===== src/udp_tx_defines.svh =====
`ifndef UDP_TX_DEFINES_SVH
`define UDP_TX_DEFINES_SVH

// Payload FIFO depth as log2, 2048 bytes
`define UDP_TX_PKT_ADDR_W 11

// Control FIFO depth as log2, 16 frame records
`define UDP_TX_CTRL_ADDR_W 4

// Free entries left when almost-full rises
`define UDP_TX_AFULL_MARGIN 8

// Register the application inputs for one cycle
`define UDP_TX_REG_APP_IF 1

// Header sizes in bytes
`define UDP_TX_MAC_HDR 14
`define UDP_TX_IP_HDR 20
`define UDP_TX_UDP_HDR 8

`endif


===== src/udp_tx_pkg.sv =====
package udp_tx_pkg;

  typedef logic [7:0]  byte_t;
  typedef logic [47:0] mac_addr_t;
  typedef logic [31:0] ip_addr_t;
  typedef logic [15:0] udp_port_t;

  // Payload byte count, also the type of the IP and UDP length fields
  typedef logic [15:0] frame_len_t;

  // IP header checksum word
  typedef logic [15:0] csum_t;

  // Byte position within one header section
  typedef logic [5:0]  hdr_idx_t;

  // One record per frame in the control FIFO
  typedef struct packed {
    frame_len_t size;
    udp_port_t  dest_port;
    ip_addr_t   dest_ip;
  } udp_tx_ctrl_t;

  // Local station settings
  typedef struct packed {
    mac_addr_t mac;
    ip_addr_t  ip;
    udp_port_t port;
    byte_t     gateway;  // ARP table index of the default gateway
  } udp_tx_local_t;

  typedef enum logic [2:0] {
    TX_IDLE,
    TX_MAC_HDR,
    TX_IP_HDR,
    TX_UDP_HDR,
    TX_PAYLOAD
  } tx_state_t;

endpackage


===== src/udp_tx_app_if.sv =====
`timescale 1ns/1ps
`include "udp_tx_defines.svh"

module udp_tx_app_if (
  input  logic                     mac_clk,
  input  logic                     app_rst,
  input  udp_tx_pkg::byte_t        app_data,
  input  logic                     app_dvld,
  input  logic                     app_eof,
  input  udp_tx_pkg::ip_addr_t     app_destip,
  input  udp_tx_pkg::udp_port_t    app_destport,
  output udp_tx_pkg::byte_t        pkt_din,
  output logic                     pkt_wr,
  output udp_tx_pkg::udp_tx_ctrl_t ctrl_din,
  output logic                     ctrl_wr,
  input  logic                     pkt_afull,
  input  logic                     ctrl_afull,
  input  logic                     pkt_overflow,
  input  logic                     ctrl_overflow,
  output logic                     app_afull,
  output logic                     app_overflow
);
  import udp_tx_pkg::*;

  byte_t      data_int;
  logic       dvld_int;
  logic       last_int;
  ip_addr_t   destip_int;
  udp_port_t  destport_int;
  frame_len_t byte_cnt;

  generate
    if (`UDP_TX_REG_APP_IF != 0) begin : gen_in_reg
      byte_t     data_q;
      ip_addr_t  destip_q;
      udp_port_t destport_q;
      logic      dvld_q;
      logic      last_q;

      always_ff @(posedge mac_clk) begin
        data_q     <= app_data;
        destip_q   <= app_destip;
        destport_q <= app_destport;
      end

      always_ff @(posedge mac_clk) begin
        if (app_rst) begin
          dvld_q <= 1'b0;
          last_q <= 1'b0;
        end else begin
          dvld_q <= app_dvld;
          last_q <= app_dvld && app_eof;
        end
      end

      assign data_int     = data_q;
      assign dvld_int     = dvld_q;
      assign last_int     = last_q;
      assign destip_int   = destip_q;
      assign destport_int = destport_q;
    end else begin : gen_in_comb
      assign data_int     = app_data;
      assign dvld_int     = app_dvld;
      assign last_int     = app_dvld && app_eof;
      assign destip_int   = app_destip;
      assign destport_int = app_destport;
    end
  endgenerate

  assign pkt_din  = data_int;
  assign pkt_wr   = dvld_int;
  assign ctrl_wr  = last_int;
  assign ctrl_din = '{size: byte_cnt, dest_port: destport_int, dest_ip: destip_int};

  // Starts at 1 so the count already includes the last byte when it is written
  always_ff @(posedge mac_clk) begin
    if (app_rst || ctrl_wr) begin
      byte_cnt <= 16'd1;
    end else if (pkt_wr) begin
      byte_cnt <= byte_cnt + 16'd1;
    end
  end

  assign app_afull = pkt_afull || ctrl_afull;

  // Sticky until reset
  always_ff @(posedge mac_clk) begin
    if (app_rst) begin
      app_overflow <= 1'b0;
    end else if (pkt_overflow || ctrl_overflow) begin
      app_overflow <= 1'b1;
    end
  end

endmodule


===== config.mk =====
export PLATFORM = sky130hd
export DESIGN_NAME = udp_tx_app_if
export DESIGN_NICKNAME = d
export VERILOG_FILES = /design/src/udp_tx_pkg.sv /design/src/udp_tx_app_if.sv
export VERILOG_INCLUDE_DIRS = /design/src /design/src/src
export SDC_FILE = /design/constraint.sdc
export NUM_CORES = 1
export LEC_CHECK = 0
export ABC_CLOCK_PERIOD_IN_PS = 2900
export BUFFER_PORTS_ARGS = -buffer_cell sky130_fd_sc_hd__buf_2
export CAP_MARGIN = 40
export CORE_MARGIN = 5
export CORE_UTILIZATION = 42
export DETAILED_ROUTE_END_ITERATION = 8
export HOLD_SLACK_MARGIN = 0.05
export PLACE_DENSITY = 0.84
export SYNTH_ARGS = -nofsm -noshare
export SYNTH_HDL_FRONTEND = slang
export SYNTH_SLANG_ARGS = --single-unit
export TNS_END_PERCENT = 100

===== constraint.sdc =====
create_clock -name mac_clk -period 2.9 [get_ports mac_clk]
set_input_delay 0.725 -clock mac_clk [delete_from_list [all_inputs] [get_ports mac_clk]]
set_output_delay 0.725 -clock mac_clk [all_outputs]
set_load 0.01 [all_outputs]

# Word-level counts from Yosys, hierarchy flattened
# Cells that the tools add are included.
# op_classes
muxes,0
div,0
bitwise,0
eq_ne,0
n_addsub,1
n_shift,0
n_reduce_logical,4
magnitude_cmp,0
n_mul,0
# op_table
operator,count
$add 16x1->16 const B,1
$logic_or 1x1->1,3
$logic_and 1x1->1,1
# totals
n_memories,0
word_cells,12
output_inout_bits,76
latchBits,0
ff_bits,75
mem_bits_ro,0
ram_bits,0
inputBits,64

# Depth between registers and ports, before layout
# Gate-level depths: netlist of the first run.
# logic_depth
ltp_word,1
mapped_depth,6
mapped_depth_nobuf,4

# Worst setup path before layout of the first run
# No wires, ideal clock.
# synth_path
path_type,input -> output
from,input ctrl_afull
to,output app_afull
cell_stages,1
n_path_buf,0
t_arrival_ps,1031
required_ps,2175
path_slack_ps,1144
path_cell_list,or2_2
# synth_via
elab_chain_len,1
# synth_lines
item,line,rtl
"start, declared",udp_tx_app_if.sv:17,"input logic ctrl_afull,"
$logic_or 1x1->1,udp_tx_app_if.sv:84,assign app_afull = pkt_afull || ctrl_afull;
"end, declared",udp_tx_app_if.sv:20,"output logic app_afull,"
# Every way passes these cells.

# Final worst setup path of the first run
# Ends and elaborated chain as after synthesis.

==> metrics.md, run 1 <==
| Metric | Value |
|---|---|
| Top_reg_cell synth | dfxtp_1 |
| Worst rel slew slack | 0.797 |
| GP Congestion | approximately 0.73 |
| TritonCTS Buffers | 9 |
| Synthesis-to-layout area growth | 48.2% |
| Worst reg2reg path depth | 4 |
| Post-CTS sizing | 0 |
| Slew Viols, Final | 0 |
| Final Cycle Share | 0.673 |
| Max Root-Sink Buffers | 2 |
| Root Driver | clkbuf_8 |
| Most common cell in the netlist | dfxtp_1 |
| Remaining DRCs | 0 |
| Post-CTS Setup Bufs | 0 |
| Min-delay worst type | input pin to register |
| Post-synth top cells | 75 x dfxtp_1, 12 x nor2_1, 6 x nand2_1, 6 x nand4_1 |
| Fmax | between 500 and 600 MHz |
| Worst-Margin Slew | between 0.3 and 0.4 ns |
| Total length of routed wires | approximately 5.3 mm |
| Clock Sinks | 75 |
| Hpwl dp | slightly above 4 mm |
| Delay-heaviest family, CP | simple AND/OR/NAND/NOR gates |
| CP Max Fanout | 1 |
| Reg2Reg Setup Slack | ~1.3 ns |
| IO Pins | between 100 and 150 |
| Synth Cell Area | 1950 sq um |
| FFs w/ async S/R, synth | 0 |
| Pre-antenna DRT Iters | 4 |
| Register area share after synthesis | 0.770 |
| Slowest cell on crit path | or2_2 |
| Die span in x | between 70 and 80 um |
| Power, Total | between 2 and 2.5 mW |
| Worst Setup Start Kind | input pin |
| DR vias/cell | around 4.6 |
| FF-to-FF Start | pkt_wr$_SDFF_PP0_ |
| Critical path type | input pin to primary output |
| Ranking of synthesized cells by area | dfxtp_1 77%, nor2_1 2.3%, xnor2_1 2.2%, xor2_1 2.2%, nand4_1 1.9% |
| Hold depth | 1 |
| Die area | just over 6000 sq um |
| Worst EP arrival | roughly 1.2 ns |
| Die Y | a little under 80 um |
| Post-synth EDFFs | 0 |
| Cell count after synthesis | ~150 |
| Core area | around 4400 sq um |
| Wire length per cell | roughly 15 um |
| CP dominant cell by count | buf_2 |
| Pin count of the biggest net entering global routing | 15 |
| Period minus WS final | slightly below 2 ns |
| Skew final | just under 0.005 ns |
| Synth area leader | dfxtp_1 |
| Initial Util | 0.439 |
| Number of global-route vias before repair | approximately 1.7k |
| Worst hold endpoint | destport_int[8]$_DFF_P_ |
| Final setup fails | 0 |
| Seq cells post-synth | 75 |
| RSZ-0062 raised after global routing | false |
| Global-route wire length before repair | 8.09 mm |
| CTS H-tree lvls | 3 |
| Setup tns final | 0 ns |
| Synthesis Warnings | 0 |
| Antenna diodes | 0 |
| Nets | 357 |
| Power per standard cell area | 720 nW/um^2 |
| Rows | 24 |
| CTS tree | yes |
| VDD IR max | between 0.5 and 0.6 mV |
| DR vias | approximately 1.6k |
| DR iter-0 viols | 76 |
| Avg Cell Area, Syn | 13.3 sq um |
| Grt ovf | 0 |
| Netlist cell types | 27 |
| P_leak | 1.42 nW |
| Syn nets | 212 |
| Worst R2R End | byte_cnt[11]$_SDFFE_PP0P_ |
| Status | complete, no violations |
| Antenna violations before repair | 0 |
| Design Area, Final | between 2000 and 3000 sq um |
| # Max-Cap Violations | 0 |
| Max incr delay on CP | 0.27 ns |
| Synth top area share | 0.770 |
| Bufs and invs on worst path | 2 |
| Total track usage | 0.176 |
| Setup crit end kind | primary output |
| Hold Startpoint | app_destport[8] |
| Clock transition at path regs | approximately 0.08 ns |
| Worst path cell trace | buf_2 > or2_2 > buf_2 |
| Post-DP Area | ~2700 sq um |
| Final Hold Viols | 0 |
| Worst EP required | between 2 and 2.5 ns |
| Ratio of cells with drive above 1 in the final layout | 0.530 |
| Routed Antenna Nets | 0 |
| Clock Latency Late Sink | 0.33 ns |
| IO buf count | 139 |
| Cts hold-fix bufs | 0 |
| Final core area utilization | 0.651 |
worst register-to-register path, delay by kind of cell, from the launching register on:
family,cells,cell delay (ns)
AND/OR/NAND/NOR,3,0.91
flip-flops,1,0.50
AO/OA/AOI/OAI,1,0.14
stage by stage:
| step | hold slack, ns | cells | setup WS, ns |
|---|---|---|---|
| finish | 0.492 | 348 | 0.949 |
| global placement | 0.450 | 333 | 0.945 |
| detailed placement | 0.487 | 333 | 0.946 |
| floorplan | 0.504 | 147 | 1.14 |
| global route | 0.469 | 348 | 0.940 |
| CTS | 0.475 | 348 | 0.947 |
worst max-delay path by stage:
stage	startpoint	end	depth (start not counted)
2_1_floorplan	ctrl_afull	app_afull	1
3_3_place_gp	ctrl_afull	app_afull	3
3_5_place_dp	ctrl_afull	app_afull	3
4_1_cts	ctrl_afull	app_afull	3
5_1_grt	ctrl_afull	app_afull	3
6_report	ctrl_afull	app_afull	3
area by class of cell:
class | instances | area, sq um
fill | 349 | 1550
clock inverter | 6 | 90.1
tap | 52 | 65.1
timing repair buffer | 139 | 696
sequential | 75 | 1500
multi-input combinational | 64 | 404
clock buffer | 9 | 124
inverter | 3 | 11.3
power breakdown:
group          internal, mW  total (mW)  switching, mW
clock network         0.483       0.857          0.374
registers              1.08        1.09         0.0173
logic                0.0665       0.132         0.0651
total                  1.62        2.08          0.456
placed cells by master, fill, tap and decap left out, types with 2 or more instances in the layout:
| cell type | netlist | final |
|---|---|---|
| a21oi_1 | 4 | 4 |
| and2_1 | 2 | 2 |
| and4_1 | 4 | 4 |
| buf_2 | 0 | 139 |
| bufinv_16 | 0 | 2 |
| clkbuf_8 | 0 | 9 |
| dfxtp_1 | 75 | 75 |
| inv_1 | 3 | 3 |
| nand2_1 | 6 | 6 |
| nand4_1 | 6 | 6 |
| nor2_1 | 12 | 12 |
| o21ai_0 | 2 | 2 |
| o31ai_1 | 2 | 2 |
| or2_2 | 2 | 2 |
| or3_1 | 3 | 3 |
| or4_1 | 2 | 2 |
| xnor2_1 | 5 | 5 |
| xor2_1 | 5 | 5 |
routing by layer:
metal | global-route usage | up-vias | part of all wire
met2 | 0.328 | 87 | 0.55
met1 | 0.150 | 717 | 0.31
met5 | 0 | - | 0
met3 | 0.0915 | 8 | 0.12
li1 | - | 782 | -
met4 | 0.0944 | 0 | 0.021
cell families after synthesis:
logic type | count (synthesis) | synth area share
XOR/XNOR | 10 | 0.0449
adder cells (fa/ha/maj) | 1 | 0.00641
flip-flops | 75 | 0.770
multiplexers | 1 | 0.00513
buffers and inverters | 8 | 0.0231
AND/OR/NAND/NOR | 42 | 0.119
AO/OA/AOI/OAI | 10 | 0.0321
flip-flops by register name, indices dropped and copies added (netlist names):
register      flops
pkt_wr            1
byte_cnt         16
app_overflow      1
destport_int     16
destip_int       32
ctrl_wr           1
pkt_din           8
Power figures use the tool's default switching activity.
==> inputs of run 2 (changes only) <==
ABC_CLOCK_PERIOD_IN_PS = 1700   (was 2900)
CORE_UTILIZATION = 35   (was 42)
PLACE_DENSITY = 0.75   (was 0.84)
clock period = 1.7 ns   (was 2.9 ns; I/O delays follow)
==> run 2 against run 1 <==
Net effect: total power up 60%; sequential power grew 71%; clock skew up 0.0014 ns; clock-buffer cell count up 2; critical path depth up 1; worst setup slack got worse by 0.73 ns; clock power grew 46%; core utilization fell by 12 points; wire length shrank 9.4%; critical path type is now register to register; critical endpoint is now byte_cnt[13]$_SDFFE_PP0P_; largest cell class unchanged; highest routed layer unchanged.
==> metrics.md, run 2 (synthesis results as in run 1) <==
| Metric | Value |
|---|---|
| Status | complete, no violations |
| Worst Setup Start Kind | register |
| Clock transition at path regs | 0.08 ns (about the same) |
| Hold depth | 1 (unchanged) |
| Critical path type | register to register |
| Rows | 27 (+13%) |
| RSZ-0062 raised after global routing | false |
| Skew final | 0.00628 ns (+0.00144 ns) |
| Setup tns final | 0 ns (unchanged) |
| Synthesis-to-layout area growth | 49.3% |
| Final Non-Filler Cells | 372 (+6.9%) |
| Worst EP arrival | 1.75 ns (+0.52 ns) |
| Max reg flops | 32 (unchanged) |
| Commonest non-fill, non-tap cells in the layout | 139 x buf_2, 75 x dfxtp_1, 12 x nor2_1 |
| Total length of routed wires | 4.82 mm (-9.4%) |
| Worst EP required | 1.97 ns (-0.20 ns) |
| # Max-Cap Violations | 0 (unchanged) |
| Final Cycle Share | 0.869 |
| Die span in x | 84.7 um (+8.3%) |
| Max Root-Sink Buffers | 2 (unchanged) |
| DR vias/cell | 4.32 (-5.7%) |
| P_leak | 1.41 nW (-0.13%) |
| Post-CTS sizing | 0 (unchanged) |
| Pin count of the biggest net entering global routing | 15 (unchanged) |
| DR vias | 1,606 (+0.75%) |
| Commonest non-fill, non-tap cell in the layout | buf_2 |
| Post-place setup slack | 0.231 ns (-0.715 ns) |
| Slew Viols, Final | 0 (unchanged) |
| IO Pins | 140 (unchanged) |
| Ratio of cells with drive above 1 in the final layout | 0.537 (+0.00626) |
| Total track usage | 0.136 (-0.0402) |
| Initial Util | 0.356 (-0.0825) |
| Clock Latency Late Sink | 0.34 ns (about the same) |
| Worst reg2reg path depth | 4 (unchanged) |
| Grt ovf | 0 (unchanged) |
| GP Congestion | 0.784 (+7.2%) |
| Core area | 5470 sq um (+23%) |
| Worst hold endpoint | destip_int[7]$_DFF_P_ |
| TritonCTS Buffers | 9 (unchanged) |
| CTS H-tree lvls | 3 (unchanged) |
| Setup crit end kind | register |
| Remaining DRCs | 0 (unchanged) |
| Post-DP Area | 2730 sq um (+1.8%) |
| Slowest cell on crit path | or4_1 |
| Period minus WS final | roughly 1.5 ns |
| Power, Total | 3.33 mW (+60%) |
| DR iter-0 viols | 26 (-66%) |
| IO buf count | 139 (unchanged) |
| Max incr delay on CP | 0.44 ns (+0.17 ns) |
| VDD IR max | 0.639 mV (+24%) |
| Final Hold Viols | 0 (unchanged) |
| Root Driver | clkbuf_8 |
| Hold Startpoint | app_destip[7] |
| Clock Sinks | 75 (unchanged) |
| Fmax | a little under 700 MHz |
| Setup WS post-layout | 0.222 ns (-0.727 ns) |
| CP Max Fanout | 6 (+5) |
| Antenna violations before repair | 0 (unchanged) |
| Design Area, Final | 2910 sq um (+0.74%) |
| Die Y | 84.7 um (+8.3%) |
| Global-route wire length before repair | 7.46 mm (-7.8%) |
| Nets | 360 (+0.84%) |
| Worst path cell trace | and4_1 > nand3_2 > or4_1 > a21oi_1 |
| Wire length per cell | 13.0 um (-15%) |
| Worst-Margin Slew | 0.281 ns (-0.0234 ns) |
| Die area | 7170 sq um (+17%) |
| Placed cell count | 356 (+6.9%) |
| Power per standard cell area | 1140 nW/um^2 (+59%) |
| Setup crit start | byte_cnt[2]$_SDFFE_PP0P_ |
| Cts hold-fix bufs | 0 (unchanged) |
| Final setup fails | 0 (unchanged) |
| Number of global-route vias before repair | 1,689 (-1.0%) |
| Reg2Reg Setup Slack | 0.22 ns (-1.07 ns) |
| Worst R2R End | byte_cnt[13]$_SDFFE_PP0P_ |
| Hpwl dp | 3.88 mm (-5.6%) |
| Post-CTS Setup Bufs | 0 (unchanged) |
| Antenna diodes | 0 (unchanged) |
| Pre-antenna DRT Iters | 4 (unchanged) |
| Min-delay worst type | input pin to register |
| CTS tree | yes |
| FF-to-FF Start | byte_cnt[2]$_SDFFE_PP0P_ |
| Routed Antenna Nets | 0 (unchanged) |
| Worst rel slew slack | 0.812 (+0.0157) |
==> run 2: cell count changes in the layout (fill, tap and decap cells not counted) <==
cell,delta
bufinv_16,-2
buf_4,+3
clkinvlp_4,+2
clkbuf_8,+2
clkinv_4,-1
==> run 2: critical path, delay by kind of cell (launching register included) <==
family / cells / cell delay [ns]
simple gates: 3 / 0.87
flops: 1 / 0.41
compound gates: 1 / 0.14
==> run 2: area by class of cell <==
class,count,area [sq um]
tap,72,90.1
sequential,75,1500
multi-input combinational,64,404
clock buffer,11,151
timing repair buffer,142,718
fill,509,2560
clock inverter,5,36.3
inverter,3,11.3
==> run 2: worst max-delay path by stage <==
stage	endpoint	slack, ns
after floorplan	byte_cnt[11]$_SDFFE_PP0P_	0.20
after global routing	byte_cnt[13]$_SDFFE_PP0P_	0.11
final	byte_cnt[13]$_SDFFE_PP0P_	0.22
after detailed placement	byte_cnt[13]$_SDFFE_PP0P_	0.23
after CTS	byte_cnt[13]$_SDFFE_PP0P_	0.22
after global placement	byte_cnt[11]$_SDFFE_PP0P_	0.30
==> run 2: report_power, final <==
part	internal, mW	total, mW	switching, mW
Combinational	0.116	0.225	0.109
Sequential	1.83	1.86	0.0253
Clock	0.611	1.25	0.635
==> run 2: routing by layer <==
metal / up-vias / wire length [um] / track usage / part of all wire
met5: - / 0 / 0 / 0
met4: 0 / 153 / 0.0763 / 0.032
met3: 14 / 728 / 0.0893 / 0.15
met2: 93 / 2380 / 0.232 / 0.49
met1: 709 / 1560 / 0.119 / 0.32
li1: 790 / - / - / -
==> run 2: per-stage QoR <==
stage,utilization,hold WS [ns]
floorplan,-,0.453
global placement,0.498,0.458
detailed placement,0.498,0.466
CTS,0.532,0.168
global route,0.532,0.151
finish,0.532,0.181
==> inputs of run 3 (changes only) <==
--- a/config.mk
+++ b/config.mk
@@ -8,3 +8,3 @@
 export LEC_CHECK = 0
-export ABC_CLOCK_PERIOD_IN_PS = 1700
+export ABC_CLOCK_PERIOD_IN_PS = 1300
 export BUFFER_PORTS_ARGS = -buffer_cell sky130_fd_sc_hd__buf_2
==> constraint.sdc (replaced) <==
create_clock -name mac_clk -period 1.3 [get_ports mac_clk]
set_input_delay 0.325 -clock mac_clk [delete_from_list [all_inputs] [get_ports mac_clk]]
set_output_delay 0.325 -clock mac_clk [all_outputs]
set_load 0.05 [all_outputs]
==> run 3 against run 2 <==
Net effect: the run now ends with setup timing left; final area grew 17%; combinational power grew to 3.0 times the previous value; non-clock buffer count grew 22; via count grew 6.5%; final cell count grew 5.4%; register-to-register slack lost 0.31 ns; clock-buffer cell count shrank 1; critical path depth grew 1; sequential power grew 30%; clock power grew 54%; critical endpoint is now byte_cnt[15]$_SDFFE_PP0P_.
==> metrics.md, run 3 (synthesis results as in run 1) <==
| Metric | Value |
|---|---|
| Cts hold-fix bufs | 0 (unchanged) |
| Total track usage | 0.151 (+0.0148) |
| Nets | 382 (+6.1%) |
| Antenna diodes | 0 (unchanged) |
| Design Area, Final | 3400 sq um (+17%) |
| Clock Sinks | 75 (unchanged) |
| Routed Antenna Nets | 0 (unchanged) |
| Ratio of cells with drive above 1 in the final layout | 0.653 (+0.116) |
| Critical path type | register to register |
| Slew Viols, Final | 0 (unchanged) |
| Die span in x | 84.7 um (unchanged) |
| Clock Latency Late Sink | 0.34 ns (about the same) |
| DR vias/cell | 4.36 (+1.1%) |
| Hpwl dp | 4.12 mm (+6.0%) |
| Period minus WS final | 1.39 ns (-0.0880 ns) |
| Worst Setup Start Kind | register |
| Fmax | 720 MHz (+6.3%) |
| Power, Total | 5.03 mW (+51%) |
| CP Max Fanout | 4 (-2) |
| Status | finished, violations left |
| Clock transition at path regs | 0.08 ns (about the same) |
| Commonest non-fill, non-tap cells in the layout | 120 x buf_2, 60 x dfxtp_1, 16 x buf_6 |
| Die area | 7170 sq um (unchanged) |
| Grt ovf | 0 (unchanged) |
| Setup WS post-layout | -0.0896 ns (-0.312 ns) |
| TritonCTS Buffers | 9 (unchanged) |
| Total length of routed wires | 5.60 mm (+16%) |
| Worst rel slew slack | 0.791 (-0.0210) |
| IO buf count | 139 (unchanged) |
| Min-delay worst type | input pin to register |
| CTS H-tree lvls | 3 (unchanged) |
| Final setup fails | 4 (+4) |
| Failing checks | setup timing |
| Global-route wire length before repair | 8.27 mm (+11%) |
| Setup crit end kind | register |
| Pre-antenna DRT Iters | 4 (unchanged) |
| Worst EP required | 1.51 ns (-0.46 ns) |
| Final Cycle Share | 1.07 (+0.200) |
| Initial Util | 0.356 (unchanged) |
| Worst EP arrival | 1.60 ns (-0.15 ns) |
| # Max-Cap Violations | 0 (unchanged) |
| Max Root-Sink Buffers | 2 (unchanged) |
| Commonest non-fill, non-tap cell in the layout | buf_2 |
| Setup tns final | -0.231 ns (-0.231 ns) |
| Final core area utilization | 0.621 (+0.0887) |
| Die Y | 84.7 um (unchanged) |
| P_leak | 1.60 nW (+13%) |
| Worst-Margin Slew | 0.313 ns (+0.0319 ns) |
| RSZ-0062 raised after global routing | true |
| Pin count of the biggest net entering global routing | 15 (unchanged) |
| Antenna violations before repair | 0 (unchanged) |
| IO Pins | 140 (unchanged) |
| Final Hold Viols | 0 (unchanged) |
| Skew final | 0.00436 ns (-0.00192 ns) |
| VDD IR max | 0.954 mV (+49%) |
| CTS tree | yes |
| Post-DP Area | 2850 sq um (+4.4%) |
| Core area | 5470 sq um (unchanged) |
| Filler cell count in the final layout | 466 (-8.4%) |
| Max reg flops | 32 (unchanged) |
| GP Congestion | 0.781 (-0.37%) |
| Number of global-route vias before repair | 1,785 (+5.7%) |
| Rows | 27 (unchanged) |
| Synthesis-to-layout area growth | 74.2% |
| Wire length per cell | 14.3 um (+10%) |
| Root Driver | clkbuf_8 |
| DR vias | 1,711 (+6.5%) |
| DR iter-0 viols | 47 (+81%) |
| Power per standard cell area | 1480 nW/um^2 (+29%) |
| Remaining DRCs | 0 (unchanged) |
[run 3: area by class of cell]
class,count,area (sq um),area share
clock inverters,4,75.1,0.0221
well taps,72,90.1,0.0265
inverters,3,11.3,0.00331
repair buffers,164,1070,0.314
clock buffers,10,138,0.0405
multi-input cells,64,478,0.141
flip-flops and latches,75,1540,0.453
[run 3: layer usage]
layer  up-vias  global-route usage  wire (um)
li1        828                   -          -
met1       781               0.139       1850
met2        91               0.258       2900
met3        11              0.0991        748
met4         0              0.0662        104
met5         -                   0          0
[run 3: report_power, final]
part	internal [mW]	switching, mW
combinational	0.200	0.481
clock	1.12	0.806
sequential	2.39	0.0339
[run 3: through the flow]
stage | hold WS, ns | cells | setup WS, ns
floorplan | 0.353 | 147 | -0.224
global placement | 0.427 | 367 | -0.0499
detailed placement | 0.429 | 367 | -0.0501
CTS | 0.0618 | 386 | -0.0211
global route | 0.0516 | 392 | -0.109
finish | 0.0796 | 392 | -0.0896
[run 3: worst max-delay path: stages, from the launching register on]
cell and delay, ns:
dfxtp_4 0.36, and4_4 0.26, nand4_1 0.14, buf_4 0.19, o311ai_4 0.21, o41ai_1 0.11
[run 3: what timing repair did]
item / CTS / global route
setup buffers: 5 / 6
pin swaps: 8 / 14
endpoints found under the setup margin: 19 / 22
gates resized for setup: 40 / 30
[run 3: worst paths after layout]
path | start | end | slack, ns | depth (start not counted)
hold reg to reg | app_overflow$_SDFFE_PP0P_ | app_overflow$_SDFFE_PP0P_ | 0.49 | 2
setup / recovery | pkt_wr$_SDFF_PP0_ | byte_cnt[15]$_SDFFE_PP0P_ | -0.09 | 5
hold / removal | app_destip[8] | destip_int[8]$_DFF_P_ | 0.08 | 1
setup reg to reg | pkt_wr$_SDFF_PP0_ | byte_cnt[15]$_SDFFE_PP0P_ | -0.09 | 5
